## config.mk

```make
export PLATFORM = sky130hd
export DESIGN_NAME = bpf_fetch
export DESIGN_NICKNAME = d
export VERILOG_FILES = /design/src/bpf_pkg.sv /design/src/bpf_fetch.sv
export VERILOG_INCLUDE_DIRS = /design/src
export SDC_FILE = /design/constraint.sdc
export NUM_CORES = 1
export LEC_CHECK = 0
export ABC_AREA = 1
export BUFFER_PORTS_ARGS = -buffer_cell sky130_fd_sc_hd__buf_2
export CAP_MARGIN = 20
export CORE_MARGIN = 2
export CORE_UTILIZATION = 40
export CTS_CLUSTER_DIAMETER = 100
export DETAILED_ROUTE_END_ITERATION = 8
export PLACE_DENSITY_LB_ADDON = 0.1
export RECOVER_POWER = 50
export SLEW_MARGIN = 20
export SYNTH_ARGS = -nofsm -noshare
export SYNTH_HDL_FRONTEND = slang
export SYNTH_SLANG_ARGS = --single-unit
export TNS_END_PERCENT = 10
```

## constraint.sdc

```tcl
create_clock -name clk -period 1.25 [get_ports clk]
set_input_delay 0.125 -clock clk [delete_from_list [all_inputs] [get_ports clk]]
set_output_delay 0.125 -clock clk [all_outputs]
set_load 0.01 [all_outputs]
```

## src/bpf_defs.svh

```systemverilog
`ifndef BPF_DEFS_SVH
`define BPF_DEFS_SVH

// Memory geometry
`define BPF_CODE_AW   6
`define BPF_PKT_AW    8
`define BPF_SCRATCH_N 16

// Instruction class in opcode[2:0]
`define BPF_LD   3'h0
`define BPF_LDX  3'h1
`define BPF_ST   3'h2
`define BPF_STX  3'h3
`define BPF_ALU  3'h4
`define BPF_JMP  3'h5
`define BPF_RET  3'h6
`define BPF_MISC 3'h7

// Load size in opcode[4:3]
`define BPF_W 2'h0
`define BPF_H 2'h1
`define BPF_B 2'h2

// Addressing mode in opcode[7:5]
`define BPF_IMM 3'h0
`define BPF_ABS 3'h1
`define BPF_IND 3'h2
`define BPF_MEM 3'h3

// Operand source in opcode[3]
`define BPF_SRC_X 1'b1

// ALU operation in opcode[7:4]
`define BPF_ADD 4'h0
`define BPF_SUB 4'h1
`define BPF_OR  4'h4
`define BPF_AND 4'h5
`define BPF_LSH 4'h6
`define BPF_RSH 4'h7

// Jump operation in opcode[7:4]
`define BPF_JA   4'h0
`define BPF_JEQ  4'h1
`define BPF_JGT  4'h2
`define BPF_JGE  4'h3
`define BPF_JSET 4'h4

// Return value source in opcode[4:3]
`define BPF_RVAL_K 2'h0
`define BPF_RVAL_A 2'h2

// Misc operation in opcode[7:3]
`define BPF_TAX 5'h00
`define BPF_TXA 5'h10

`endif

```

## src/bpf_pkg.sv

```systemverilog
`include "bpf_defs.svh"

package bpf_pkg;

    typedef logic [31:0] word_t;
    typedef logic [`BPF_CODE_AW-1:0] code_addr_t;
    typedef logic [`BPF_PKT_AW-1:0] pkt_addr_t;

    // Classic BPF instruction layout
    typedef struct packed {
        logic [15:0] opcode;
        logic [7:0]  jt;
        logic [7:0]  jf;
        word_t       k;
    } instr_t;

    typedef struct packed {
        code_addr_t pc;
        logic       vld;
    } fetch_t;

    // PASS_B forwards the K or X operand for moves and immediate loads
    typedef enum logic [2:0] {
        ALU_ADD,
        ALU_SUB,
        ALU_AND,
        ALU_OR,
        ALU_LSH,
        ALU_RSH,
        ALU_PASS_A,
        ALU_PASS_B
    } alu_op_e;

    typedef enum logic [1:0] {
        LD_W,
        LD_H,
        LD_B
    } ld_size_e;

    typedef enum logic [2:0] {
        JMP_NONE,
        JMP_ALWAYS,
        JMP_EQ,
        JMP_GT,
        JMP_GE,
        JMP_SET
    } jmp_kind_e;

    typedef struct packed {
        logic       vld;
        code_addr_t pc;
        word_t      k;
        logic [7:0] jt;
        logic [7:0] jf;
        logic       dest_a;
        logic       dest_x;
        logic       src_x;
        logic       src_mem;
        logic       src_pkt;
        logic       pkt_ind;
        ld_size_e   ld_size;
        alu_op_e    alu_op;
        logic       is_store;
        logic       store_x;
        jmp_kind_e  jmp_kind;
        logic       is_ret;
        logic       ret_a;
    } ctrl_t;

    typedef enum logic [1:0] {
        IDLE,
        RUN,
        LOAD_WAIT
    } exec_state_e;

endpackage

```

## src/bpf_fetch.sv

```systemverilog
`timescale 1ns/1ps

module bpf_fetch (
    input  logic                clk,
    input  logic                reset,
    input  logic                start,
    input  logic                run,
    input  logic                stall,
    input  logic                redirect,
    input  bpf_pkg::code_addr_t redirect_pc,
    output bpf_pkg::fetch_t     fetch,
    output bpf_pkg::fetch_t     fetch_q
);
    import bpf_pkg::*;

    code_addr_t pc;

    // The slot of a redirect cycle is wrong path, so no fetch there
    assign fetch.pc  = pc;
    assign fetch.vld = run && !stall && !redirect;

    always_ff @(posedge clk) begin
        if (reset || start) begin
            pc <= '0;
        end else if (redirect) begin
            pc <= redirect_pc;
        end else if (fetch.vld) begin
            pc <= pc + code_addr_t'(1);
        end
    end

    // Lines up with the code memory read data
    always_ff @(posedge clk) begin
        if (reset) begin
            fetch_q.vld <= 1'b0;
        end else if (redirect) begin
            fetch_q.vld <= 1'b0;
        end else if (!stall) begin
            fetch_q <= fetch;
        end
    end

endmodule

```

==> flow_metrics.py <==
metrics = {
    "outcome": {
        "status": "finished, final reports clean",
    },
    "clock_tree": {
        "hold_buffers": 0,
        "cts_tree": "built",
        "cts_sinks": 13,
        "cts.repair.resized": 0,
        "numCtsBuffers": 3,
        "clockBufferDepth": 2,
        "htreeDepth": 1,
        "cts-root-buf": "clkbuf_4",
        "cts_setup_buffers": 0,
        "cts.clk_slew.worst_paths_ns": 0.08,
        "clkLatencyLatePin_ns": 0.28,
    },
    "timing": {
        "rsz0062_at_grt": "no",
        "skew_ns": 0.00830,
        "hold_viol": 0,
        "worst_pin_slew_ns": 0.347,
        "layout_min_cycle_time_ns": 1.12,
        "fmax_ghz": 0.896,
        "slew_viol_final": 0,
        "timing.setup.tns_ns": 0,
        "post-route-period-util_pct": 89.3,
        "finalSetupViolCount": 0,
        "slew-limit-headroom_pct": 76.9,
    },
    "logic_synthesis": {
        "synth.distinct_cells": 23,
        "synth.top_cell.area_share_pct": 29.3,
        "ys_seq_elements": 13,
        "synthesis.nets": 79,
        "synthCells": 66,
        "ys_seq_area_share_pct": 52.0,
        "netlist_area_um2": 616,
        "synth_area_leaders": "edfxtp_1, dfxtp_1, nand2_1, nand2_4, o21bai_1",
        "synth_area_leader_cell": "edfxtp_1",
        "yosysWarnings": 0,
        "avgSynthCellArea_um2": 9.33,
    },
    "layout": {
        "final_common_cell": "buf_2",
        "final.fill_count": 154,
        "ff_latch_area_um2": 320,
        "layout.nets": 111,
        "multi_input_area_um2": 244,
        "fin_util_pct": 53.7,
        "drive_gt1_share_pct": 38.1,
        "syn_to_final_growth_pct": 28.5,
        "final_cell_mix": "buf_2, nand2_1, dfxtp_1",
        "antennaDiodeCount": 0,
    },
    "global_routing": {
        "antenna_found_initial": 0,
        "grt_overflow": 0,
        "grt_pass1_wl_um": 2020,
        "grt_pass1_vias": 472,
        "grt_max_degree": 8,
        "track_usage_pct": 15.4,
    },
    "die": {
        "io_pins": 26,
        "dieArea_um2": 1870,
        "die_y_um": 43.2,
        "rows": 14,
        "start_util_pct": 41.8,
        "fp.coreArea_um2": 1470,
        "fp.dieW_um": 43.2,
    },
    "pwr": {
        "p_leak_nw": 0.371,
        "peakVddDrop_mv": 0.649,
        "p_total_mw": 0.835,
        "cellPowerDensity_nw_per_um2": 1060,
    },
    "critical_path": {
        "crit_type": "reg2reg",
        "path_max_fanout": 2,
        "required_ns": 1.42,
        "worstPathArrival_ns": 1.28,
        "crit_path_start_kind": "register",
        "cp-end-kind": "register",
    },
    "routing": {
        "ant_nets": 0,
        "wirelength_um": 1250,
        "drc_errors": 0,
        "via_per_inst": 4.66,
        "post_drt_wl_per_cell_um": 11.1,
        "num_vias": 527,
        "firstDrtPassIters": 2,
        "drtIter0Drc": 8,
    },
    "placed_design": {
        "gp_congestion": 0.757,
        "place_hpwl_um": 928,
        "io_buffer_count": 25,
    },
    "job": {
        "cap_viol_max_count": 0,
    },
    "min_path": {
        "min_path_type": "in2reg",
    },
}
-- path summary, 6_finish.rpt --
path,start,end,slack (ns),depth (start not counted)
worst min-delay path,redirect_pc[3],pc[3],0.1,3
worst max register to register,pc[0],pc[4],0.13,5
worst max-delay path,pc[0],pc[4],0.13,5
worst min register to register,pc[5],fetch_q[6],0.46,0
-- layer usage --
metal,GRT usage (%),routed length [um],vias to the layer above
met3,7.66,84,2
met1,17.0,577,231
met2,25.4,573,17
met5,0,0,-
met4,5.45,13,0
li1,-,-,277
-- sequential cells by signal (all words and copies together), names as in the netlist --
register,flops
fetch_q,7
pc,6
-- metrics by stage --
stage / cell area [um2] / hold WS (ns) / std cells / setup WS, ns
floorplan: 616 / 0.269 / 66 / 0.0321
global placement: 778 / 0.380 / 109 / 0.189
detailed placement: 778 / 0.391 / 109 / 0.178
CTS: 805 / 0.0932 / 113 / 0.132
global route: 791 / 0.0974 / 113 / 0.0275
finish: 791 / 0.0968 / 113 / 0.134
-- report_power, final --
part | total (mW) | switching, mW | internal [mW]
clock network | 0.264 | 0.140 | 0.124
registers | 0.466 | 0.00858 | 0.457
logic | 0.105 | 0.0590 | 0.0463
total | 0.835 | 0.208 | 0.627
-- cell type report --
cell class	instances	area share, %
flip-flops and latches	13	40.5
multi-input cells	43	30.9
well taps	16	2.53
inverters	8	3.96
repair buffers	29	18.8
clock buffers	4	3.32
-- critical path, cell delays in order, from the launching register on --
cell and delay (ns):
dfxtp_1 0.35, ha_1 0.19, nand3_1 0.10, xor2_1 0.16
a21oi_1 0.15, nor2_1 0.05
-- kinds of logic after synthesis --
group | share of synthesized area, %
AO/OA/AOI/OAI | 12.6
adder cells (fa/ha/maj) | 2.03
XOR/XNOR | 4.27
flip-flops | 52.0
AND/OR/NAND/NOR | 22.0
buffers and inverters | 7.11
-- cells in the mapped netlist --
cell type	number
a21oi_1	4
a31oi_1	2
a31oi_2	1
buf_2	1
buf_4	1
clkinv_2	1
dfxtp_1	7
edfxtp_1	6
ha_1	1
inv_1	5
inv_2	2
nand2_1	15
nand2_4	2
nand3_1	3
nor2_1	3
nor2_2	1
nor2_4	1
o21ai_1	2
o21bai_1	3
or2_0	1
or2_2	1
xnor2_1	1
xor2_1	2
(Power assumes the default switching activity.)
