`src/bpf_defs.svh`:
```
`ifndef BPF_DEFS_SVH
`define BPF_DEFS_SVH

// Memory geometry
`define BPF_CODE_AW   6
`define BPF_PKT_AW    8
`define BPF_SCRATCH_N 16

// Instruction class in opcode[2:0]
`define BPF_LD   3'h0
`define BPF_LDX  3'h1
`define BPF_ST   3'h2
`define BPF_STX  3'h3
`define BPF_ALU  3'h4
`define BPF_JMP  3'h5
`define BPF_RET  3'h6
`define BPF_MISC 3'h7

// Load size in opcode[4:3]
`define BPF_W 2'h0
`define BPF_H 2'h1
`define BPF_B 2'h2

// Addressing mode in opcode[7:5]
`define BPF_IMM 3'h0
`define BPF_ABS 3'h1
`define BPF_IND 3'h2
`define BPF_MEM 3'h3

// Operand source in opcode[3]
`define BPF_SRC_X 1'b1

// ALU operation in opcode[7:4]
`define BPF_ADD 4'h0
`define BPF_SUB 4'h1
`define BPF_OR  4'h4
`define BPF_AND 4'h5
`define BPF_LSH 4'h6
`define BPF_RSH 4'h7

// Jump operation in opcode[7:4]
`define BPF_JA   4'h0
`define BPF_JEQ  4'h1
`define BPF_JGT  4'h2
`define BPF_JGE  4'h3
`define BPF_JSET 4'h4

// Return value source in opcode[4:3]
`define BPF_RVAL_K 2'h0
`define BPF_RVAL_A 2'h2

// Misc operation in opcode[7:3]
`define BPF_TAX 5'h00
`define BPF_TXA 5'h10

`endif

```
`src/bpf_pkg.sv`:
```
`include "bpf_defs.svh"

package bpf_pkg;

    typedef logic [31:0] word_t;
    typedef logic [`BPF_CODE_AW-1:0] code_addr_t;
    typedef logic [`BPF_PKT_AW-1:0] pkt_addr_t;

    // Classic BPF instruction layout
    typedef struct packed {
        logic [15:0] opcode;
        logic [7:0]  jt;
        logic [7:0]  jf;
        word_t       k;
    } instr_t;

    typedef struct packed {
        code_addr_t pc;
        logic       vld;
    } fetch_t;

    // PASS_B forwards the K or X operand for moves and immediate loads
    typedef enum logic [2:0] {
        ALU_ADD,
        ALU_SUB,
        ALU_AND,
        ALU_OR,
        ALU_LSH,
        ALU_RSH,
        ALU_PASS_A,
        ALU_PASS_B
    } alu_op_e;

    typedef enum logic [1:0] {
        LD_W,
        LD_H,
        LD_B
    } ld_size_e;

    typedef enum logic [2:0] {
        JMP_NONE,
        JMP_ALWAYS,
        JMP_EQ,
        JMP_GT,
        JMP_GE,
        JMP_SET
    } jmp_kind_e;

    typedef struct packed {
        logic       vld;
        code_addr_t pc;
        word_t      k;
        logic [7:0] jt;
        logic [7:0] jf;
        logic       dest_a;
        logic       dest_x;
        logic       src_x;
        logic       src_mem;
        logic       src_pkt;
        logic       pkt_ind;
        ld_size_e   ld_size;
        alu_op_e    alu_op;
        logic       is_store;
        logic       store_x;
        jmp_kind_e  jmp_kind;
        logic       is_ret;
        logic       ret_a;
    } ctrl_t;

    typedef enum logic [1:0] {
        IDLE,
        RUN,
        LOAD_WAIT
    } exec_state_e;

endpackage

```
`src/bpf_code_mem.sv`:
```
`timescale 1ns/1ps
`include "bpf_defs.svh"

module bpf_code_mem (
    input  logic                clk,
    input  logic                code_wr_en,
    input  bpf_pkg::code_addr_t code_wr_addr,
    input  bpf_pkg::instr_t     code_wr_data,
    input  bpf_pkg::fetch_t     fetch,
    output bpf_pkg::instr_t     instr
);
    import bpf_pkg::*;

    instr_t mem [2**`BPF_CODE_AW];

    // Host program load
    always_ff @(posedge clk) begin
        if (code_wr_en) begin
            mem[code_wr_addr] <= code_wr_data;
        end
    end

    // Read data holds while no fetch is issued, so a stall keeps it aligned
    always_ff @(posedge clk) begin
        if (fetch.vld) begin
            instr <= mem[fetch.pc];
        end
    end

endmodule

```
`config.mk`:
```
export PLATFORM = sky130hd
export DESIGN_NAME = bpf_code_mem
export DESIGN_NICKNAME = d
export VERILOG_FILES = /design/src/bpf_pkg.sv /design/src/bpf_code_mem.sv
export VERILOG_INCLUDE_DIRS = /design/src
export SDC_FILE = /design/constraint.sdc
export NUM_CORES = 2
export LEC_CHECK = 0
export BUFFER_PORTS_ARGS = -buffer_cell sky130_fd_sc_hd__buf_2
export CAP_MARGIN = 0
export CORE_ASPECT_RATIO = 1.5
export CORE_MARGIN = 5
export CORE_UTILIZATION = 55
export CTS_BUF_LIST = sky130_fd_sc_hd__clkbuf_4 sky130_fd_sc_hd__clkbuf_8 sky130_fd_sc_hd__clkbuf_16
export CTS_CLUSTER_DIAMETER = 100
export CTS_CLUSTER_SIZE = 8
export DETAILED_ROUTE_END_ITERATION = 7
export HOLD_SLACK_MARGIN = 0.02
export PLACE_DENSITY = 0.73
export SKIP_LAST_GASP = 1
export SYNTH_ARGS = -nofsm -noshare
export SYNTH_HDL_FRONTEND = slang
export SYNTH_SLANG_ARGS = --single-unit
```
`constraint.sdc`:
```
create_clock -name clk -period 8.5 [get_ports clk]
set_input_delay 1.275 -clock clk [delete_from_list [all_inputs] [get_ports clk]]
set_output_delay 1.275 -clock clk [all_outputs]
set_load 0.02 [all_outputs]
```
==> qor.yml <==
coreArea_um2: 284700
max_stage_delay_ns: 0.66
end_kind: "flop"
yosys.area_share.simple_pct: 1.235
gr-usage-all-layers_pct: 29.03
cp-start-kind: "primary input"
critPathRequiredTime_ns: 9.10
cts_root_buffer: "clkbuf_16"
cp_cell_sequence: "buf_8, buf_4, nor2_4, buf_4, buf_4, a22o_1, nor2_1, a211oi_1"
post_dp_cell_area_um2: 162900
clk_latency_ns: 0.94
layout-drive-gt1-share_pct: 29.24
clock_sinks: 4160
synth.area.mux_share_pct: 15.55
finalSetupViolations: 0
final_util_pct: 62.80
ir_drop_uv: 207.2
fin_tns_setup_ns: 0
yosys_warnings: 0
vias: 77540
max_clock_freq_mhz: 238.0
cts-buffers-inserted: 594
dieArea_um2: 296400
synth_compound_area_share_pct: 2.467
grt_pass1_wl_mm: 607.0
avgSynthCellArea_um2: 23.79
start_util_pct: 55.15
arrival_ns: 4.80
final_nets: 7232
final_area_um2: 178800
io_pins: 143
grt_pass1_vias: 81270
cp_max_fo: 71
hold_viol_final: 0
max_slew_margin_pct: 13.71
ys_types: 32
clkSlewWorstSetupHoldPaths_ns: 0.05
drtIter0Drc: 11300
crit_family: "buffers and inverters"
slowest_stage: "nor2_1"
outcome: "finished, final reports clean"
path_class: "primary input to flop"
max_slew.worst_pin.slew_ns: 1.294
antenna_found_initial: 39
ctsLongestPathBuffers: 4
netlist_area_um2: 157000
cts_setup_buffers: 0
critPathBufInv: 4
drv_cap: 0
cellPowerDensity_nw_per_um2: 254.7
power_leakage_nw: 56.10
portBuffers: 142
drt-vias-per-instance: 7.071
rsz0062_at_grt: "false"
synth_nets: 6677
cts_hold_buf: 0
synth_fa_ha_area_share_pct: 0
period_needed_ns: 4.202
synth_edf_count: 4160
dp_hpwl_mm: 217.3
wl_per_cell_um: 39.04
finalCritPeriodShare_pct: 49.43
hp-class: "flop to flop"
async_flop_share_pct: 0
ctsResizeCount: 0
die_height_um: 664.3
cts_tree: "done"
gp_congestion: 0.7864
ys_seq_elements: 4160
grt_max_degree: 137
critPathMostFrequentCell: "buf_4"
area_growth_pct: 13.87
skew_ns: 0.03959
finalPower_mw: 45.54
cts_htree_levels: 6
finalMaxSlewViolations: 0
drtPass1Iterations: 5
synth-seq-area-share_pct: 79.57
antenna_left: 0
synth_ff_type: "edfxtp_1"
grt-ovfl-total: 0
synth_cells: 6598
placementRows: 240
synth-xor-area-share_pct: 0
routed_wl_mm: 428.1
synth_top_family_by_area: "multiplexers"
drc: 0
die_x_um: 446.2
==> state kept, by name, indices dropped and copies added, names as in the netlist <==
register,count
instr,64
mem,4096
==> synthesized netlist by cell type, types with 2 or more instances <==
cell / count / area (um^2)
buf_1: 20 / 75.07
mux4_2: 1024 / 23060
nand4_1: 2 / 12.51
a2bb2oi_1: 19 / 166.4
a22o_1: 88 / 770.7
mux2i_1: 135 / 1351
o22ai_1: 83 / 519.3
clkbuf_1: 140 / 525.5
a31oi_1: 18 / 112.6
a211oi_1: 63 / 473.0
nand2b_1: 11 / 68.82
buf_6: 6 / 67.56
nand3_1: 45 / 225.2
a22oi_1: 168 / 1261
and3_1: 64 / 400.4
nand3b_1: 2 / 15.01
or2_2: 28 / 175.2
a41oi_1: 26 / 227.7
nand2_1: 58 / 217.7
buf_4: 34 / 255.2
o221ai_1: 38 / 332.8
nor3_1: 2 / 10.01
buf_2: 170 / 850.8
and2_1: 3 / 18.77
nor2_1: 112 / 420.4
edfxtp_1: 4160 / 124900
nor2b_1: 28 / 175.2
inv_1: 19 / 71.32
or3_1: 29 / 181.4
==> report_power, final <==
part	internal [mW]	leakage (nW)	switching, mW	total, mW
registers	22.8	37.5	0.0849	22.9
clock network	12.7	7.78	8.07	20.7
logic	0.684	10.8	1.21	1.90
==> per-layer routing <==
metal / track usage, % / vias up / routed length [um]
li1: - / 29360 / -
met1: 36.30 / 41090 / 139400
met2: 48.54 / 5822 / 217000
met3: 6.387 / 1247 / 47060
met4: 14.33 / 20 / 24470
met5: 0 / - / 125
==> placed cells by master, fill, tap and decap left out, drive strengths merged, types with 19 or more instances in the layout <==
| master | instances |
|---|---|
| inv | 39 |
| nand2 | 58 |
| a211oi | 63 |
| or2 | 28 |
| o221ai | 38 |
| mux2i | 135 |
| nor2 | 112 |
| nor2b | 28 |
| buf | 329 |
| a22o | 88 |
| or3 | 29 |
| edfxtp | 4160 |
| a22oi | 168 |
| a41oi | 26 |
| nand3 | 45 |
| and3 | 64 |
| mux4 | 1024 |
| a2bb2oi | 19 |
| clkbuf | 614 |
| o22ai | 83 |
==> through the flow <==
step | setup WS (ns) | hold slack, ns | instances
global route | 4.320 | 0.9565 | 10960
global placement | 3.493 | 0.8991 | 10310
detailed placement | 3.490 | 0.9047 | 10310
CTS | 4.465 | 0.9189 | 10950
finish | 4.298 | 0.9140 | 10970
floorplan | 1.789 | 0.8648 | 6598
==> worst reg2reg max path, stage by stage, from the launching register on <==
cell	delay [ns]
edfxtp_1	0.38
mux4_2	0.47
nor2b_1	0.14
a211oi_1	0.47
o22ai_1	0.35
and3_1	0.24
==> final cells by class <==
type | count | area [um^2]
Inverter | 19 | 71.32
Sequential cell | 4160 | 124900
Multi-Input combinational cell | 2049 | 30780
Fill cell | 17990 | 105900
Antenna cell | 11 | 27.53
Clock inverter | 32 | 470.5
Tap cell | 3751 | 4693
Clock buffer | 614 | 15360
Timing Repair Buffer | 329 | 2440
==> cell families (layout without fill, tap and decap cells) <==
family,Yosys count,count (layout)
compound gates,504,504
buf+inv,389,994
flops,4160,4160
mux,1159,1159
other cells,0,11
simple gates,386,386
==> final timing paths <==
| path | cells after the start | start | endpoint | slack, ns |
|---|---|---|---|---|
| setup / recovery | 8 | fetch[3] | instr[6] | 4.30 |
| hold / removal | 4 | mem[47][46] | instr[46] | 0.91 |
| setup reg to reg | 5 | mem[11][62] | instr[62] | 6.21 |
| hold reg to reg | 4 | mem[47][46] | instr[46] | 0.91 |
No activity file was read; power rests on OpenSTA's default activity.
