## src/bpf_defs.svh

```systemverilog
`ifndef BPF_DEFS_SVH
`define BPF_DEFS_SVH

// Memory geometry
`define BPF_CODE_AW   6
`define BPF_PKT_AW    8
`define BPF_SCRATCH_N 16

// Instruction class in opcode[2:0]
`define BPF_LD   3'h0
`define BPF_LDX  3'h1
`define BPF_ST   3'h2
`define BPF_STX  3'h3
`define BPF_ALU  3'h4
`define BPF_JMP  3'h5
`define BPF_RET  3'h6
`define BPF_MISC 3'h7

// Load size in opcode[4:3]
`define BPF_W 2'h0
`define BPF_H 2'h1
`define BPF_B 2'h2

// Addressing mode in opcode[7:5]
`define BPF_IMM 3'h0
`define BPF_ABS 3'h1
`define BPF_IND 3'h2
`define BPF_MEM 3'h3

// Operand source in opcode[3]
`define BPF_SRC_X 1'b1

// ALU operation in opcode[7:4]
`define BPF_ADD 4'h0
`define BPF_SUB 4'h1
`define BPF_OR  4'h4
`define BPF_AND 4'h5
`define BPF_LSH 4'h6
`define BPF_RSH 4'h7

// Jump operation in opcode[7:4]
`define BPF_JA   4'h0
`define BPF_JEQ  4'h1
`define BPF_JGT  4'h2
`define BPF_JGE  4'h3
`define BPF_JSET 4'h4

// Return value source in opcode[4:3]
`define BPF_RVAL_K 2'h0
`define BPF_RVAL_A 2'h2

// Misc operation in opcode[7:3]
`define BPF_TAX 5'h00
`define BPF_TXA 5'h10

`endif

```

## src/bpf_pkg.sv

```systemverilog
`include "bpf_defs.svh"

package bpf_pkg;

    typedef logic [31:0] word_t;
    typedef logic [`BPF_CODE_AW-1:0] code_addr_t;
    typedef logic [`BPF_PKT_AW-1:0] pkt_addr_t;

    // Classic BPF instruction layout
    typedef struct packed {
        logic [15:0] opcode;
        logic [7:0]  jt;
        logic [7:0]  jf;
        word_t       k;
    } instr_t;

    typedef struct packed {
        code_addr_t pc;
        logic       vld;
    } fetch_t;

    // PASS_B forwards the K or X operand for moves and immediate loads
    typedef enum logic [2:0] {
        ALU_ADD,
        ALU_SUB,
        ALU_AND,
        ALU_OR,
        ALU_LSH,
        ALU_RSH,
        ALU_PASS_A,
        ALU_PASS_B
    } alu_op_e;

    typedef enum logic [1:0] {
        LD_W,
        LD_H,
        LD_B
    } ld_size_e;

    typedef enum logic [2:0] {
        JMP_NONE,
        JMP_ALWAYS,
        JMP_EQ,
        JMP_GT,
        JMP_GE,
        JMP_SET
    } jmp_kind_e;

    typedef struct packed {
        logic       vld;
        code_addr_t pc;
        word_t      k;
        logic [7:0] jt;
        logic [7:0] jf;
        logic       dest_a;
        logic       dest_x;
        logic       src_x;
        logic       src_mem;
        logic       src_pkt;
        logic       pkt_ind;
        ld_size_e   ld_size;
        alu_op_e    alu_op;
        logic       is_store;
        logic       store_x;
        jmp_kind_e  jmp_kind;
        logic       is_ret;
        logic       ret_a;
    } ctrl_t;

    typedef enum logic [1:0] {
        IDLE,
        RUN,
        LOAD_WAIT
    } exec_state_e;

endpackage

```

## src/bpf_decode.sv

```systemverilog
`timescale 1ns/1ps
`include "bpf_defs.svh"

module bpf_decode (
    input  logic            clk,
    input  logic            reset,
    input  bpf_pkg::fetch_t fetch_q,
    input  bpf_pkg::instr_t instr,
    input  logic            stall,
    input  logic            redirect,
    output bpf_pkg::ctrl_t  ctrl
);
    import bpf_pkg::*;

    ctrl_t      dec;
    logic       bad;
    logic [2:0] cls;
    logic [1:0] size;
    logic [2:0] mode;
    logic [3:0] op;

    assign cls  = instr.opcode[2:0];
    assign size = instr.opcode[4:3];
    assign mode = instr.opcode[7:5];
    assign op   = instr.opcode[7:4];

    always_comb begin
        dec = '0;
        dec.alu_op = ALU_PASS_B;
        bad = instr.opcode[15:8] != '0;
        case (cls)
            `BPF_LD: begin
                dec.dest_a = 1'b1;
                case (size)
                    `BPF_W:  dec.ld_size = LD_W;
                    `BPF_H:  dec.ld_size = LD_H;
                    `BPF_B:  dec.ld_size = LD_B;
                    default: bad = 1'b1;
                endcase
                case (mode)
                    `BPF_IMM: dec.src_pkt = 1'b0;
                    `BPF_ABS: dec.src_pkt = 1'b1;
                    `BPF_IND: begin
                        dec.src_pkt = 1'b1;
                        dec.pkt_ind = 1'b1;
                    end
                    `BPF_MEM: dec.src_mem = 1'b1;
                    default:  bad = 1'b1;
                endcase
            end
            `BPF_LDX: begin
                dec.dest_x  = 1'b1;
                dec.src_mem = mode == `BPF_MEM;
                if (mode != `BPF_IMM && mode != `BPF_MEM) begin
                    bad = 1'b1;
                end
            end
            `BPF_ST: dec.is_store = 1'b1;
            `BPF_STX: begin
                dec.is_store = 1'b1;
                dec.store_x  = 1'b1;
            end
            `BPF_ALU: begin
                dec.dest_a = 1'b1;
                dec.src_x  = instr.opcode[3] == `BPF_SRC_X;
                case (op)
                    `BPF_ADD: dec.alu_op = ALU_ADD;
                    `BPF_SUB: dec.alu_op = ALU_SUB;
                    `BPF_AND: dec.alu_op = ALU_AND;
                    `BPF_OR:  dec.alu_op = ALU_OR;
                    `BPF_LSH: dec.alu_op = ALU_LSH;
                    `BPF_RSH: dec.alu_op = ALU_RSH;
                    default:  bad = 1'b1;
                endcase
            end
            `BPF_JMP: begin
                case (op)
                    `BPF_JA:   dec.jmp_kind = JMP_ALWAYS;
                    `BPF_JEQ:  dec.jmp_kind = JMP_EQ;
                    `BPF_JGT:  dec.jmp_kind = JMP_GT;
                    `BPF_JGE:  dec.jmp_kind = JMP_GE;
                    `BPF_JSET: dec.jmp_kind = JMP_SET;
                    default:   bad = 1'b1;
                endcase
                // Only the K forms are supported
                if (instr.opcode[3] == `BPF_SRC_X) begin
                    bad = 1'b1;
                end
            end
            `BPF_RET: begin
                dec.is_ret = 1'b1;
                dec.ret_a  = size == `BPF_RVAL_A;
                if (size != `BPF_RVAL_A && size != `BPF_RVAL_K) begin
                    bad = 1'b1;
                end
            end
            `BPF_MISC: begin
                case (instr.opcode[7:3])
                    `BPF_TAX: begin
                        dec.dest_x = 1'b1;
                        dec.alu_op = ALU_PASS_A;
                    end
                    `BPF_TXA: begin
                        dec.dest_a = 1'b1;
                        dec.src_x  = 1'b1;
                    end
                    default: bad = 1'b1;
                endcase
            end
            default: bad = 1'b1;
        endcase
        // Anything unsupported becomes RET 0 and rejects the packet
        if (bad) begin
            dec = '0;
            dec.is_ret = 1'b1;
        end else begin
            dec.k  = instr.k;
            dec.jt = instr.jt;
            dec.jf = instr.jf;
        end
        dec.vld = fetch_q.vld;
        dec.pc  = fetch_q.pc;
    end

    always_ff @(posedge clk) begin
        if (reset) begin
            ctrl.vld <= 1'b0;
        end else if (redirect) begin
            ctrl.vld <= 1'b0;
        end else if (!stall) begin
            ctrl <= dec;
        end
    end

endmodule

```

## config.mk

```make
export PLATFORM = sky130hd
export DESIGN_NAME = bpf_decode
export DESIGN_NICKNAME = d
export VERILOG_FILES = /design/src/bpf_pkg.sv /design/src/bpf_decode.sv
export VERILOG_INCLUDE_DIRS = /design/src
export SDC_FILE = /design/constraint.sdc
export NUM_CORES = 1
export LEC_CHECK = 0
export BUFFER_PORTS_ARGS = -buffer_cell sky130_fd_sc_hd__buf_2
export CORE_ASPECT_RATIO = 0.8
export CORE_MARGIN = 2
export CORE_UTILIZATION = 28
export CTS_CLUSTER_SIZE = 25
export DETAILED_ROUTE_END_ITERATION = 8
export PLACE_DENSITY_LB_ADDON = 0.1
export SLEW_MARGIN = 0
export SYNTH_ARGS = -nofsm -noshare
export SYNTH_HDL_FRONTEND = slang
export SYNTH_SLANG_ARGS = --single-unit
```

## constraint.sdc

```tcl
create_clock -name clk -period 18.88 [get_ports clk]
set_input_delay 1.888 -clock clk [delete_from_list [all_inputs] [get_ports clk]]
set_output_delay 1.888 -clock clk [all_outputs]
set_load 0.01 [all_outputs]
```

==> impl_metrics.json <==
{
  "grt_pass1_vias": 2222,
  "viasPerCell": 4.39,
  "sw_frac_of_total_pct": 21.3,
  "drc": 0,
  "yosys.area_share.adder_pct": 0,
  "finalWirelength_mm": 6.95,
  "whs_ns": 0.531,
  "die_height_um": 96.9,
  "numPlacedInstances": 490,
  "skew_pair_late_insertion_delay_ns": 0.33,
  "internal-power_mw": 0.319,
  "detailroute.wirelength.met3_um": 809,
  "worstHoldStart": "ctrl[72]$_SDFFE_PP0N_",
  "setup_ws_ns": 14.94,
  "cp-start-kind": "input pin",
  "tightestPinTransition_ns": 0.705,
  "syn-mean-instance-area_um2": 14.1,
  "final_area_mm2": 0.00423,
  "placement.setup.worst_slack_ns": 14.55,
  "die_area_mm2": 0.0116,
  "whs_path_depth": 2,
  "synth-compound-area-share_pct": 3.81,
  "placedInstanceArea_mm2": 0.00392,
  "outcome": "finished, final reports clean",
  "wl_per_cell_um": 13.7,
  "mux_share_of_post_synthesis_cell_area_pct": 0.331,
  "synth_flop_cell": "sky130_fd_sc_hd__edfxtp_1",
  "synth.net_count": 289,
  "maxSlewHeadroom_pct": 53.0,
  "post_synth_inst_count": 214,
  "final-setup-viol-count": 0,
  "cts_hold_buffers": 0,
  "synth_common_cells": "sky130_fd_sc_hd__edfxtp_1 (72), sky130_fd_sc_hd__nor2b_1 (49), sky130_fd_sc_hd__clkbuf_1 (11)",
  "synthMostInstantiatedCell": "sky130_fd_sc_hd__edfxtp_1",
  "drtAntennaViolNets": 0,
  "reg_to_reg_setup_timing_slack_ns": 18.29,
  "post_synth_and_or_nand_nor_area_fraction_pct": 21.0,
  "post_synth_edffs": 72,
  "largest_register_ff_count": 73,
  "met1_length_mm": 2.84,
  "port_buffers": 147,
  "netlist_area_mm2": 0.00302,
  "ys_async_sr_fraction_pct": 0,
  "area_growth_pct": 40.0,
  "drv.max_cap_violation_count": 0,
  "net-switching-power_mw": 0.0862,
  "power.density_mw_per_mm2": 95.8,
  "yosysWarningCount": 0,
  "synth.top_cells.by_area": "sky130_fd_sc_hd__edfxtp_1 (72%), sky130_fd_sc_hd__nor2b_1 (10%), sky130_fd_sc_hd__nor3_1 (1.7%), sky130_fd_sc_hd__nor4_1 (1.4%), sky130_fd_sc_hd__clkbuf_1 (1.4%)",
  "fmax_ghz": 0.254,
  "fraction_of_final_layout_cells_with_drive_strength_greater_than_1_pct": 46.2,
  "final-max-slew-violation-count": 0,
  "timing.clock.skew_ns": 0,
  "regMostFlops": "ctrl",
  "yosys_register_bits": 73,
  "worst_r2r_startpoint": "ctrl[72]$_SDFFE_PP0N_",
  "synth.largest_area_cell": "sky130_fd_sc_hd__edfxtp_1",
  "detail_route.first_pass.iterations": 4,
  "stdcell_count": 506,
  "post_synth_xor_area_fraction_pct": 0.580,
  "post-route-min-period_ns": 3.94,
  "cts.sinks": 73,
  "clockRootBuffer": "sky130_fd_sc_hd__clkbuf_16",
  "initial_core_util_pct": 29.1,
  "worstPathMaxFanout": 41,
  "endpoint_kind": "flop",
  "static-leakage-power_nw": 1.50,
  "critical_path_class": "input pin to flop",
  "rsz0062_at_grt": "false",
  "critPathArrivalTime_ns": 4.02,
  "cts.reportedPaths.clkPinSlew_ns": 0.06,
  "clock_power_share_pct": 43.5,
  "design_power_total_mw": 0.405,
  "htreeDepth": 3,
  "vias": 2221,
  "cts.repair.resized": 0,
  "holdCritPathClass": "flop to flop",
  "synth_largest_type_area_fraction_pct": 71.6,
  "combinationalPowerShare_pct": 9.9,
  "timing.final.crit_share_pct": 20.9,
  "holdPathEnd": "ctrl[72]$_SDFFE_PP0N_",
  "power.sequential.fraction_pct": 46.6,
  "critical_path.reg2reg.endpoint": "ctrl[72]$_SDFFE_PP0N_",
  "clock_tree_from_tritoncts": "done",
  "final_hold_viol_count": 0,
  "drt-initial-drc-count": 128,
  "post_cts.repair.setup_buffers": 0,
  "floorplan.core_area_mm2": 0.0104,
  "r2r_cells": 2,
  "hpwlAfterDp_mm": 4.88,
  "synth_cell_type_count": 37,
  "filler_cell_count": 1022,
  "synth_top_family_by_area": "simple AND/OR/NAND/NOR gates",
  "design.portCount": 148,
  "grt_antenna_before_repair": 0,
  "grt_util_all_layers_pct": 12.3,
  "finalCoreUtilization_pct": 40.8,
  "vdd_drop_max_v": 0.0000473,
  "max-clock-path-buffers": 2,
  "num_antenna_cells": 0,
  "finalWeightedCongestion": 0.780,
  "tritoncts.num_buffers": 9,
  "placementRows": 33,
  "topRoutingLayerUsed": "met4",
  "pin_count_of_the_biggest_net_entering_global_routing": 56,
  "die_x_um": 120,
  "layout_top_registers": "ctrl x73",
  "grt_first_pass_wirelength_mm": 11.1,
  "grt.overflow.total": 0,
  "met2RoutedLength_mm": 3.20,
  "final_nets": 436,
  "ys_seq_area_share_pct": 72.2,
  "timing.critical_path.required_ns": 18.95,
  "timing.setup.tns_ns": 0
}
worst max path at each step:
stage	startpoint	end	depth (start not counted)
after floorplan	stall	ctrl[0]$_SDFFCE_PP0P_	1
after global placement	instr[63]	ctrl[1]$_SDFFCE_PP1P_	7
after detailed placement	instr[63]	ctrl[1]$_SDFFCE_PP1P_	7
after CTS	instr[63]	ctrl[1]$_SDFFCE_PP1P_	7
after global routing	instr[63]	ctrl[1]$_SDFFCE_PP1P_	7
final	instr[63]	ctrl[1]$_SDFFCE_PP1P_	7
area by class of cell:
| cell class | count | area, um2 | share of cell area, % |
|---|---|---|---|
| flip-flops and latches | 73 | 2180 | 51.6 |
| multi-input cells | 126 | 798 | 18.9 |
| repair buffers | 150 | 758 | 17.9 |
| clock buffers | 10 | 229 | 5.41 |
| well taps | 140 | 175 | 4.14 |
| clock inverters | 6 | 82.6 | 1.95 |
| inverters | 1 | 3.75 | 0.0888 |
per-layer routing:
metal  track usage, %  up-vias
met1             14.8     1032
met5                0        -
li1                 -     1081
met2             18.5       98
met4             4.07        0
met3             7.08       10
worst max-delay path, cell delays in order:
cell	delay [ns]
sky130_fd_sc_hd__buf_2	0.10
sky130_fd_sc_hd__nor4_2	0.36
sky130_fd_sc_hd__nand4_1	0.13
sky130_fd_sc_hd__a222oi_1	0.60
sky130_fd_sc_hd__a31oi_4	0.31
sky130_fd_sc_hd__buf_4	0.36
sky130_fd_sc_hd__or2_1	0.25
power by group through the flow:
stage          sequential, mW  clock, mW  combinational [mW]
6_report                0.189      0.176              0.0400
5_1_grt                 0.190      0.189              0.0447
4_1_cts                 0.189      0.184              0.0410
3_5_place_dp            0.192          0              0.0410
3_3_place_gp            0.192          0              0.0408
2_1_floorplan           0.198          0              0.0164
cells by family (layout without fill, tap and decap cells):
| family | after synthesis | in the layout |
|---|---|---|
| muxes | 1 | 1 |
| buffers and inverters | 15 | 167 |
| xor gates and xnor gates | 2 | 2 |
| and+or+nand+nor | 106 | 106 |
| AOI/OAI and AO/OA | 17 | 17 |
| DFF | 73 | 73 |
cell usage in the layout (no fill, tap or decap), types with 2 or more instances in the layout:
| cell type | netlist | layout |
|---|---|---|
| sky130_fd_sc_hd__nor4_1 | 7 | 7 |
| sky130_fd_sc_hd__and3b_1 | 2 | 2 |
| sky130_fd_sc_hd__buf_2 | 3 | 147 |
| sky130_fd_sc_hd__nor3_1 | 10 | 9 |
| sky130_fd_sc_hd__buf_4 | 0 | 3 |
| sky130_fd_sc_hd__nand3_1 | 2 | 2 |
| sky130_fd_sc_hd__nand3b_1 | 4 | 4 |
| sky130_fd_sc_hd__nor3b_1 | 3 | 3 |
| sky130_fd_sc_hd__nor4_2 | 2 | 2 |
| sky130_fd_sc_hd__and2_1 | 2 | 2 |
| sky130_fd_sc_hd__a21oi_1 | 3 | 3 |
| sky130_fd_sc_hd__nand2_1 | 8 | 8 |
| sky130_fd_sc_hd__clkbuf_16 | 0 | 9 |
| sky130_fd_sc_hd__bufinv_16 | 0 | 2 |
| sky130_fd_sc_hd__or3_1 | 3 | 3 |
| sky130_fd_sc_hd__clkinv_2 | 0 | 2 |
| sky130_fd_sc_hd__o21ai_0 | 4 | 4 |
| sky130_fd_sc_hd__edfxtp_1 | 72 | 72 |
| sky130_fd_sc_hd__nor2_1 | 9 | 9 |
| sky130_fd_sc_hd__nor2b_1 | 49 | 49 |
No activity file was read; power rests on OpenSTA's default activity.
