## config.mk

```make
export PLATFORM = sky130hd
export DESIGN_NAME = bpf_execute
export DESIGN_NICKNAME = d
export VERILOG_FILES = /design/src/bpf_pkg.sv /design/src/bpf_execute.sv
export VERILOG_INCLUDE_DIRS = /design/src
export SDC_FILE = /design/constraint.sdc
export NUM_CORES = 1
export LEC_CHECK = 0
export BUFFER_PORTS_ARGS = -buffer_cell sky130_fd_sc_hd__buf_4
export CORE_ASPECT_RATIO = 0.5
export CORE_UTILIZATION = 40
export CTS_BUF_LIST = sky130_fd_sc_hd__clkbuf_16
export CTS_CLUSTER_SIZE = 30
export DETAILED_ROUTE_END_ITERATION = 12
export PLACE_DENSITY_LB_ADDON = 0.05
export SKIP_LAST_GASP = 1
export SLEW_MARGIN = 40
export SYNTH_ARGS = -nofsm -noshare
export SYNTH_HDL_FRONTEND = slang
export SYNTH_SLANG_ARGS = --single-unit
```

## constraint.sdc

```tcl
create_clock -name clk -period 9.8 [get_ports clk]
set_clock_uncertainty 0.2 [all_clocks]
set_input_delay 1.96 -clock clk [delete_from_list [all_inputs] [get_ports clk]]
set_output_delay 1.96 -clock clk [all_outputs]
set_load 0.03 [all_outputs]
```

## src/bpf_defs.svh

```systemverilog
`ifndef BPF_DEFS_SVH
`define BPF_DEFS_SVH

// Memory geometry
`define BPF_CODE_AW   6
`define BPF_PKT_AW    8
`define BPF_SCRATCH_N 16

// Instruction class in opcode[2:0]
`define BPF_LD   3'h0
`define BPF_LDX  3'h1
`define BPF_ST   3'h2
`define BPF_STX  3'h3
`define BPF_ALU  3'h4
`define BPF_JMP  3'h5
`define BPF_RET  3'h6
`define BPF_MISC 3'h7

// Load size in opcode[4:3]
`define BPF_W 2'h0
`define BPF_H 2'h1
`define BPF_B 2'h2

// Addressing mode in opcode[7:5]
`define BPF_IMM 3'h0
`define BPF_ABS 3'h1
`define BPF_IND 3'h2
`define BPF_MEM 3'h3

// Operand source in opcode[3]
`define BPF_SRC_X 1'b1

// ALU operation in opcode[7:4]
`define BPF_ADD 4'h0
`define BPF_SUB 4'h1
`define BPF_OR  4'h4
`define BPF_AND 4'h5
`define BPF_LSH 4'h6
`define BPF_RSH 4'h7

// Jump operation in opcode[7:4]
`define BPF_JA   4'h0
`define BPF_JEQ  4'h1
`define BPF_JGT  4'h2
`define BPF_JGE  4'h3
`define BPF_JSET 4'h4

// Return value source in opcode[4:3]
`define BPF_RVAL_K 2'h0
`define BPF_RVAL_A 2'h2

// Misc operation in opcode[7:3]
`define BPF_TAX 5'h00
`define BPF_TXA 5'h10

`endif

```

## src/bpf_pkg.sv

```systemverilog
`include "bpf_defs.svh"

package bpf_pkg;

    typedef logic [31:0] word_t;
    typedef logic [`BPF_CODE_AW-1:0] code_addr_t;
    typedef logic [`BPF_PKT_AW-1:0] pkt_addr_t;

    // Classic BPF instruction layout
    typedef struct packed {
        logic [15:0] opcode;
        logic [7:0]  jt;
        logic [7:0]  jf;
        word_t       k;
    } instr_t;

    typedef struct packed {
        code_addr_t pc;
        logic       vld;
    } fetch_t;

    // PASS_B forwards the K or X operand for moves and immediate loads
    typedef enum logic [2:0] {
        ALU_ADD,
        ALU_SUB,
        ALU_AND,
        ALU_OR,
        ALU_LSH,
        ALU_RSH,
        ALU_PASS_A,
        ALU_PASS_B
    } alu_op_e;

    typedef enum logic [1:0] {
        LD_W,
        LD_H,
        LD_B
    } ld_size_e;

    typedef enum logic [2:0] {
        JMP_NONE,
        JMP_ALWAYS,
        JMP_EQ,
        JMP_GT,
        JMP_GE,
        JMP_SET
    } jmp_kind_e;

    typedef struct packed {
        logic       vld;
        code_addr_t pc;
        word_t      k;
        logic [7:0] jt;
        logic [7:0] jf;
        logic       dest_a;
        logic       dest_x;
        logic       src_x;
        logic       src_mem;
        logic       src_pkt;
        logic       pkt_ind;
        ld_size_e   ld_size;
        alu_op_e    alu_op;
        logic       is_store;
        logic       store_x;
        jmp_kind_e  jmp_kind;
        logic       is_ret;
        logic       ret_a;
    } ctrl_t;

    typedef enum logic [1:0] {
        IDLE,
        RUN,
        LOAD_WAIT
    } exec_state_e;

endpackage

```

## src/bpf_execute.sv

```systemverilog
`timescale 1ns/1ps
`include "bpf_defs.svh"

module bpf_execute (
    input  logic                clk,
    input  logic                reset,
    input  logic                start,
    input  bpf_pkg::ctrl_t      ctrl,
    output logic                pkt_rd_en,
    output bpf_pkg::pkt_addr_t  pkt_rd_addr,
    output bpf_pkg::ld_size_e   pkt_rd_size,
    input  bpf_pkg::word_t      pkt_rd_data,
    input  logic                oob,
    output logic                stall,
    output logic                redirect,
    output bpf_pkg::code_addr_t redirect_pc,
    output logic                run,
    output logic                acc,
    output logic                rej,
    output bpf_pkg::word_t      ret_value
);
    import bpf_pkg::*;

    exec_state_e state;
    word_t       a_reg;
    word_t       x_reg;
    word_t       scratch [`BPF_SCRATCH_N];
    logic [$clog2(`BPF_SCRATCH_N)-1:0] mem_idx;
    word_t       opb;
    word_t       alu_res;
    word_t       wb_val;
    word_t       ret_src;
    word_t       ld_addr;
    logic        ld_far;
    logic        ld_far_q;
    logic        load_bad;
    logic        issue;
    logic        taken;
    code_addr_t  jmp_off;

    assign run     = state != IDLE;
    assign issue   = (state == RUN) && ctrl.vld;
    assign mem_idx = ctrl.k[$clog2(`BPF_SCRATCH_N)-1:0];
    assign opb     = ctrl.src_x ? x_reg : ctrl.k;

    always_comb begin
        case (ctrl.alu_op)
            ALU_ADD:    alu_res = a_reg + opb;
            ALU_SUB:    alu_res = a_reg - opb;
            ALU_AND:    alu_res = a_reg & opb;
            ALU_OR:     alu_res = a_reg | opb;
            ALU_LSH:    alu_res = a_reg << opb;
            ALU_RSH:    alu_res = a_reg >> opb;
            ALU_PASS_A: alu_res = a_reg;
            default:    alu_res = opb;
        endcase
    end

    assign wb_val  = ctrl.src_mem ? scratch[mem_idx] : alu_res;
    assign ret_src = ctrl.ret_a ? a_reg : ctrl.k;

    // Branch condition against K only
    always_comb begin
        case (ctrl.jmp_kind)
            JMP_EQ:  taken = a_reg == ctrl.k;
            JMP_GT:  taken = a_reg > ctrl.k;
            JMP_GE:  taken = a_reg >= ctrl.k;
            JMP_SET: taken = (a_reg & ctrl.k) != '0;
            default: taken = 1'b1;
        endcase
    end

    assign jmp_off = (ctrl.jmp_kind == JMP_ALWAYS) ? code_addr_t'(ctrl.k) :
                     taken ? code_addr_t'(ctrl.jt) : code_addr_t'(ctrl.jf);
    assign redirect_pc = ctrl.pc + code_addr_t'(1) + jmp_off;

    // The upper address bits alone can put a packet load out of range
    assign ld_addr     = ctrl.k + (ctrl.pkt_ind ? x_reg : '0);
    assign ld_far      = ld_addr[31:`BPF_PKT_AW] != '0;
    assign pkt_rd_en   = issue && ctrl.src_pkt;
    assign pkt_rd_addr = ld_addr[`BPF_PKT_AW-1:0];
    assign pkt_rd_size = ctrl.ld_size;

    // Hold decode and fetch for the one load cycle
    assign stall    = pkt_rd_en;
    assign load_bad = (state == LOAD_WAIT) && (oob || ld_far_q);

    // Jumps and every end of run flush the younger instructions
    assign redirect = (issue && (ctrl.jmp_kind != JMP_NONE || ctrl.is_ret)) || load_bad;

    always_ff @(posedge clk) begin
        if (reset) begin
            state     <= IDLE;
            acc       <= 1'b0;
            rej       <= 1'b0;
            ret_value <= '0;
        end else begin
            acc <= 1'b0;
            rej <= 1'b0;
            case (state)
                IDLE: begin
                    if (start) begin
                        state <= RUN;
                    end
                end
                RUN: begin
                    if (issue && ctrl.is_ret) begin
                        state     <= IDLE;
                        acc       <= ret_src != '0;
                        rej       <= ret_src == '0;
                        ret_value <= ret_src;
                    end else if (pkt_rd_en) begin
                        state <= LOAD_WAIT;
                    end
                end
                LOAD_WAIT: begin
                    state <= load_bad ? IDLE : RUN;
                    if (load_bad) begin
                        rej       <= 1'b1;
                        ret_value <= '0;
                    end
                end
                default: state <= IDLE;
            endcase
        end
    end

    // Register file and scratch writes
    always_ff @(posedge clk) begin
        ld_far_q <= ld_far;
        if (issue && !ctrl.src_pkt) begin
            if (ctrl.dest_a) begin
                a_reg <= wb_val;
            end
            if (ctrl.dest_x) begin
                x_reg <= wb_val;
            end
            if (ctrl.is_store) begin
                scratch[mem_idx] <= ctrl.store_x ? x_reg : a_reg;
            end
        end
        if ((state == LOAD_WAIT) && !load_bad && ctrl.dest_a) begin
            a_reg <= pkt_rd_data;
        end
    end

    assert property (@(posedge clk) disable iff (reset)
                     (state == LOAD_WAIT) |-> (ctrl.vld && ctrl.src_pkt))
        else $error("load left decode before its data returned");

    assert property (@(posedge clk) disable iff (reset) (state == IDLE) |-> !ctrl.vld)
        else $error("valid instruction while idle");

endmodule

```

==> metrics.md, run 1 <==
| Metric | Value |
|---|---|
| First-pass GRT wire length | between 150000 and 200000 µm |
| Num ports | 163 |
| Clk slew on worst S/H paths | 60 ps |
| Overall die width | between 400 and 500 µm |
| Slew Limit Fails | 0 |
| Count of warnings emitted by yosys | 0 |
| IO buf count | 154 |
| Clk sinks | 613 |
| Max Buffers Root-to-Sink | 3 |
| Tot Pwr | 6.60 mW |
| Final net count | ~3200 |
| GRT Resource Usage Total | a little under a third |
| CTS tree | built |
| Via count | between 20000 and 30000 |
| CTS H-tree lvls | 2 |
| Die ar. | between 90000 and 100000 µm² |
| Asr flop ratio synth | 0% |
| Area occupied by multi-input gates | 16700 µm² |
| Initial core utilization | approximately two fifths |
| Final setup fails | 0 |
| Register bank with the most flops | scratch |
| Core area | just under 90000 µm² |
| Initial DRT Pass Iterations | 8 |
| Sequential share of the synthesized area | just over 50% |
| Area Growth Syn to Fin | 12.6% |
| Worst-path fanout max | 12 |
| Status | complete, no violations |
| Sequential standard cell area | around 18000 µm² |
| Clock period minus final worst setup slack | between 8000 and 9000 ps |
| Placer congestion estimate | 1.01 |
| Distinct cells, synth | 99 |
| Leak | roughly 14 nW |
| Post-CTS setup buffers | 0 |
| Routed len/inst | around 33 µm |
| Fin util | a little under half |
| Final HPWL DP | around 94000 µm |
| Most frequent cells in the layout | edfxtp_1 (576), nand2_1 (245), buf_4 (225) |
| Die H | roughly 210 µm |
| Post-synth EDFFs | between 500 and 600 |
| Pwr dens | about 160 nW/µm² |
| Endpoint class of the critical path | output port |
| Mapped Cells | about 2900 |
| Syn_nets | around 3100 |
| CTS Root Cell | clkbuf_16 |
| Type of the most critical hold path | flop to flop |
| WL final | 138000 µm |
| Slew headroom | around 34% |
| Placed inst area | 38200 µm² |
| Initial DRC count | ~3600 |
| Peak VDD IR | between 0.1 and 0.15 mV |
| Post-route cell area | ~40000 µm² |
| Top_reg_cell synth | edfxtp_1 |
| Commonest non-fill, non-tap cell in the layout | edfxtp_1 |
| CP Launch Type | input pin |
| Setup TNS | 0 ps |
| Share of layout cells above drive strength 1 | 20.6% |
| Row cnt | 77 |
| Worst-skew pair later-pin latency | around 710 ps |
| Antenna viol nets, final | 0 |
| Initial antenna violation count | 5 |
| MaxCap Viol Count | 0 |
| RSZ-0062 raised after global routing | no |
| Crit share post-route | about nine tenths |
| Worst EP required | 7640 ps |
| #FFs+latches synth | ~610 |
| Vias in the first global route | 25152 |
| Worst Path Class, Setup | input pin to output port |
| Critical path arrival | between 6000 and 7000 ps |
| Worst-margin pin slew | 975 ps |
| Vias per cell | about 6.3 |
| Fillers | between 8000 and 9000 |
| Total gr overflow | 0 |
| Number of remaining DRC errors | 0 |
| Post-CTS Hold Buffers | 0 |
| Largest net degree at the start of global routing | between 100 and 150 |
| # resized after CTS | 0 |
| Final-report hold violation count | 0 |
| Final hold slack | 314 ps |
| Syn Area/Cell | 12.4 µm² |
| Cell Area, Synth | approximately 36000 µm² |
| Number of buffers created by CTS | 56 |
| Largest register FFs | 512 |
| Fmax | 114 MHz |
[critical path, stage by stage]
cell	delay (ps)
buf_4	220
clkinv_2	330
ha_1	430
nand3_1	100
nor2_1	510
nand3_1	260
a222oi_1	290
nand3_1	110
o21ai_1	120
buf_4	250
mux2i_1	210
nor2_1	70
a21o_1	160
ha_1	260
nor2b_1	120
o21ai_0	150
nand2b_1	110
a21o_1	200
a21oi_1	180
xor2_1	200
xnor2_1	140
buf_4	180
[report_power, final]
| part | switching (mW) | internal, mW |
|---|---|---|
| sequential | 0.0377 | 2.91 |
| combinational | 0.854 | 0.464 |
| clock | 1.06 | 1.28 |
| total | 1.95 | 4.65 |
[area by class of cell]
cell class	instances	share of cell area [%]
Tap cell	1185	3.69
Antenna cell	2	0.0125
Clock inverter	46	1.20
Sequential cell	613	44.9
Clock buffer	57	3.55
Multi-Input combinational cell	1998	41.5
Timing Repair Buffer	231	4.44
Inverter	72	0.688
[Yosys cell counts, types with 37 or more instances]
master	count	area share [%]
a21oi_1	120	1.7
a22oi_1	46	0.97
and2_1	45	0.79
buf_2	37	0.52
clkbuf_1	127	1.3
dfxtp_1	37	2.1
edfxtp_1	576	48
ha_1	138	4.8
inv_1	69	0.73
mux2_2	61	1.9
mux2i_1	126	3.5
mux4_2	190	12
nand2_1	245	2.6
nand3_1	42	0.59
nor2_1	202	2.1
nor3_1	47	0.66
o21ai_0	184	2.6
[layer usage]
layer | wire length, µm | up-vias | GRT usage (%)
met5 | 42 | - | 0
met4 | 3720 | 6 | 7.88
met3 | 12700 | 231 | 7.36
met2 | 57600 | 1220 | 43.5
met1 | 63500 | 13725 | 44.8
li1 | - | 11451 | -
[path summary, 6_finish.rpt]
check	depth (start not counted)	slack, ps	endpoint	from
setup reg to reg	17	3100	a_reg[25]	x_reg[1]
hold reg to reg	2	310	ret_value[31]	ret_value[31]
hold / removal	2	310	ret_value[31]	ret_value[31]
setup / recovery	22	1050	redirect_pc[5]	ctrl[37]
[logic make-up after synthesis]
group	after synthesis	share of synthesized area, %
compound gates	649	11.9
xor+xnor	68	1.67
fa+ha+maj	142	5.03
buf+inv	269	3.16
flops	613	50.5
mux	379	17.5
simple gates	760	10.2
[stage by stage]
stage / setup WS [ps] / cells
floorplan: 1010 / 2880
detailed placement: 1150 / 4098
CTS: 1130 / 4201
global route: 672 / 4202
finish: 1050 / 4204
global placement: 1160 / 4097
(Power assumes the default switching activity.)
==> run 2: changes to the inputs <==
CORE_UTILIZATION = 55   (was 40)
==> metrics.md, run 2 (synthesis results as in run 1) <==
| Metric | Value |
|---|---|
| CTS tree | built |
| Worst EP required | approximately 7600 ps |
| M1 WL | 52100 µm |
| Post-route cell area | 39600 µm² |
| Worst Path Class, Setup | input pin to output port |
| Fmax | 117 MHz |
| Worst-skew pair later-pin latency | 650 ps |
| Hold Startpoint | ret_value[19] |
| Logic gate share of total power | 20.2% |
| Net Switching | between 1.5 and 2 mW |
| Top sig layer | met5 |
| IO buf count | between 150 and 200 |
| Endpoint class of the critical path | output port |
| Die ar. | roughly 66000 µm² |
| Overall die width | 362 µm |
| FF-to-FF End | a_reg[27] |
| Slew headroom | approximately 35% |
| RSZ-0062 raised after global routing | no |
| Number of buffers created by CTS | 52 |
| Final setup fails | 0 |
| CP Launch Type | input pin |
| Initial DRT Pass Iterations | 6 |
| Via count | 27161 |
| Register bank with the most flops | scratch |
| Final-report hold violation count | 0 |
| Crit share post-route | between 80% and 90% |
| # resized after CTS | 0 |
| GRT Resource Usage Total | about two fifths |
| Switching share of power | between 20 and 30% |
| Hold Path Sink | ret_value[19] |
| Status | complete, no violations |
| Most frequent cells in the layout | edfxtp_1 (576), nand2_1 (245), buf_4 (233) |
| Final HPWL DP | about 90000 µm |
| Slew Limit Fails | 0 |
| Critical path arrival | between 6000 and 7000 ps |
| Placed inst area | around 38000 µm² |
| Met2 wire length | between 50000 and 60000 µm |
| First-pass GRT wire length | around 180000 µm |
| Vias per cell | between 6 and 7 |
| Max Buffers Root-to-Sink | 3 |
| Post-CTS Hold Buffers | 0 |
| Clock period minus final worst setup slack | roughly 8500 ps |
| Worst-path fanout max | between 50 and 60 |
| WL final | 129000 µm |
| Peak VDD IR | 0.189 mV |
| Placer congestion estimate | about 1.0 |
| Pint | ~4.5 mW |
| R2r worst-path depth | 17 |
| Clk sinks | approximately 610 |
| Core area | 63600 µm² |
| Share of layout cells above drive strength 1 | 20.8% |
| Worst-margin pin slew | approximately 960 ps |
| Die H | about 180 µm |
| Setup TNS | 0 ps |
| Commonest non-fill, non-tap cell in the layout | edfxtp_1 |
| Vias in the first global route | around 26000 |
| Initial antenna violation count | 7 |
| Num ports | between 150 and 200 |
| WHS Path Cells | 2 |
| Total gr overflow | 0 |
| Pwr dens | roughly 160 nW/µm² |
| Type of the most critical hold path | flop to flop |
| Number of remaining DRC errors | 0 |
| Seq pwr share | between 40% and 50% |
| Largest net degree at the start of global routing | 63 |
| Area Growth Syn to Fin | 11.0% |
| Largest register FFs | around 500 |
| Initial DRC count | between 3000 and 4000 |
| MaxCap Viol Count | 0 |
| Leak | about 14 nW |
| Crit path launch | ctrl[34] |
| Routed length on met3 | ~17000 µm |
| Tot Pwr | roughly 6.4 mW |
| Clk slew on worst S/H paths | about 60 ps |
| CTS Root Cell | clkbuf_16 |
| Clock power share | about a third |
| Routed len/inst | 33.2 µm |
| CTS H-tree lvls | 2 |
| Reg-to-reg critical path startpoint | x_reg[1] |
| Register-to-register setup slack | roughly 3300 ps |
| Initial core utilization | a little under three fifths |
| Row cnt | between 60 and 70 |
| Antenna viol nets, final | 0 |
| Final net count | around 3200 |
| Post-CTS setup buffers | 0 |
## run 2: changes by cell type in the layout (fill, tap and decap cells not counted), moves of 3 or more
cell	before	now
bufinv_16	8	5
clkinv_1	11	8
o21ai_2	2	5
o21ai_0	168	173
buf_4	225	233
o21ai_1	24	16
clkbuf_16	57	53
## run 2: final cells by class
cell class / instances / area [µm²]
well taps: 871 / 1090
fillers: 4941 / 24000
diodes: 2 / 5.00
flip-flops and latches: 613 / 18000
multi-input cells: 1998 / 16700
inverters: 72 / 275
clock inverters: 41 / 398
clock buffers: 53 / 1330
repair buffers: 238 / 1800
## run 2: critical path, cell delays in order
cell,delay (ps)
buf_8,240
ha_1,310
nor4_1,590
nand4_1,200
nor4_1,440
a222oi_1,190
nand3_1,120
o21ai_1,220
mux2i_1,250
nor2_1,90
a21o_1,200
ha_1,250
nor2b_1,130
o21ai_0,160
nand2b_1,110
a21o_1,200
a21oi_1,170
xor2_1,190
xnor2_1,140
buf_4,180
## run 2: power groups by stage
stage / registers [mW] / logic, mW / clock network, mW
after global placement: 3.00 / 1.24 / 0
after global routing: 2.95 / 1.36 / 2.25
after detailed placement: 3.00 / 1.24 / 0
after floorplan: 3.00 / 0.806 / 0
final: 2.95 / 1.29 / 2.14
after CTS: 2.94 / 1.25 / 2.15
## run 2: worst max path at each step
stage / to / slack (ps) / depth (start not counted)
final: redirect_pc[5] / 1280 / 20
after detailed placement: redirect_pc[5] / 1290 / 21
after floorplan: redirect_pc[5] / 1010 / 22
after global routing: redirect_pc[5] / 870 / 21
after CTS: redirect_pc[5] / 1250 / 21
after global placement: redirect_pc[5] / 1400 / 20
## run 2: metal layers
layer	GRT usage, %	vias to the layer above
met2	57.1	1804
met5	0	-
met3	12.2	254
met4	11.4	2
li1	-	11424
met1	55.5	13677
## run 2: per-stage QoR
| stage | setup WS, ps | std cells | utilization (%) | hold slack (ps) |
|---|---|---|---|---|
| global route | 869 | 3887 | 62.3 | 336 |
| finish | 1280 | 3888 | 62.3 | 308 |
| global placement | 1400 | 3791 | 59.5 | 282 |
| CTS | 1250 | 3885 | 62.3 | 314 |
| detailed placement | 1290 | 3791 | 59.6 | 296 |
| floorplan | 1010 | 2880 | - | 408 |
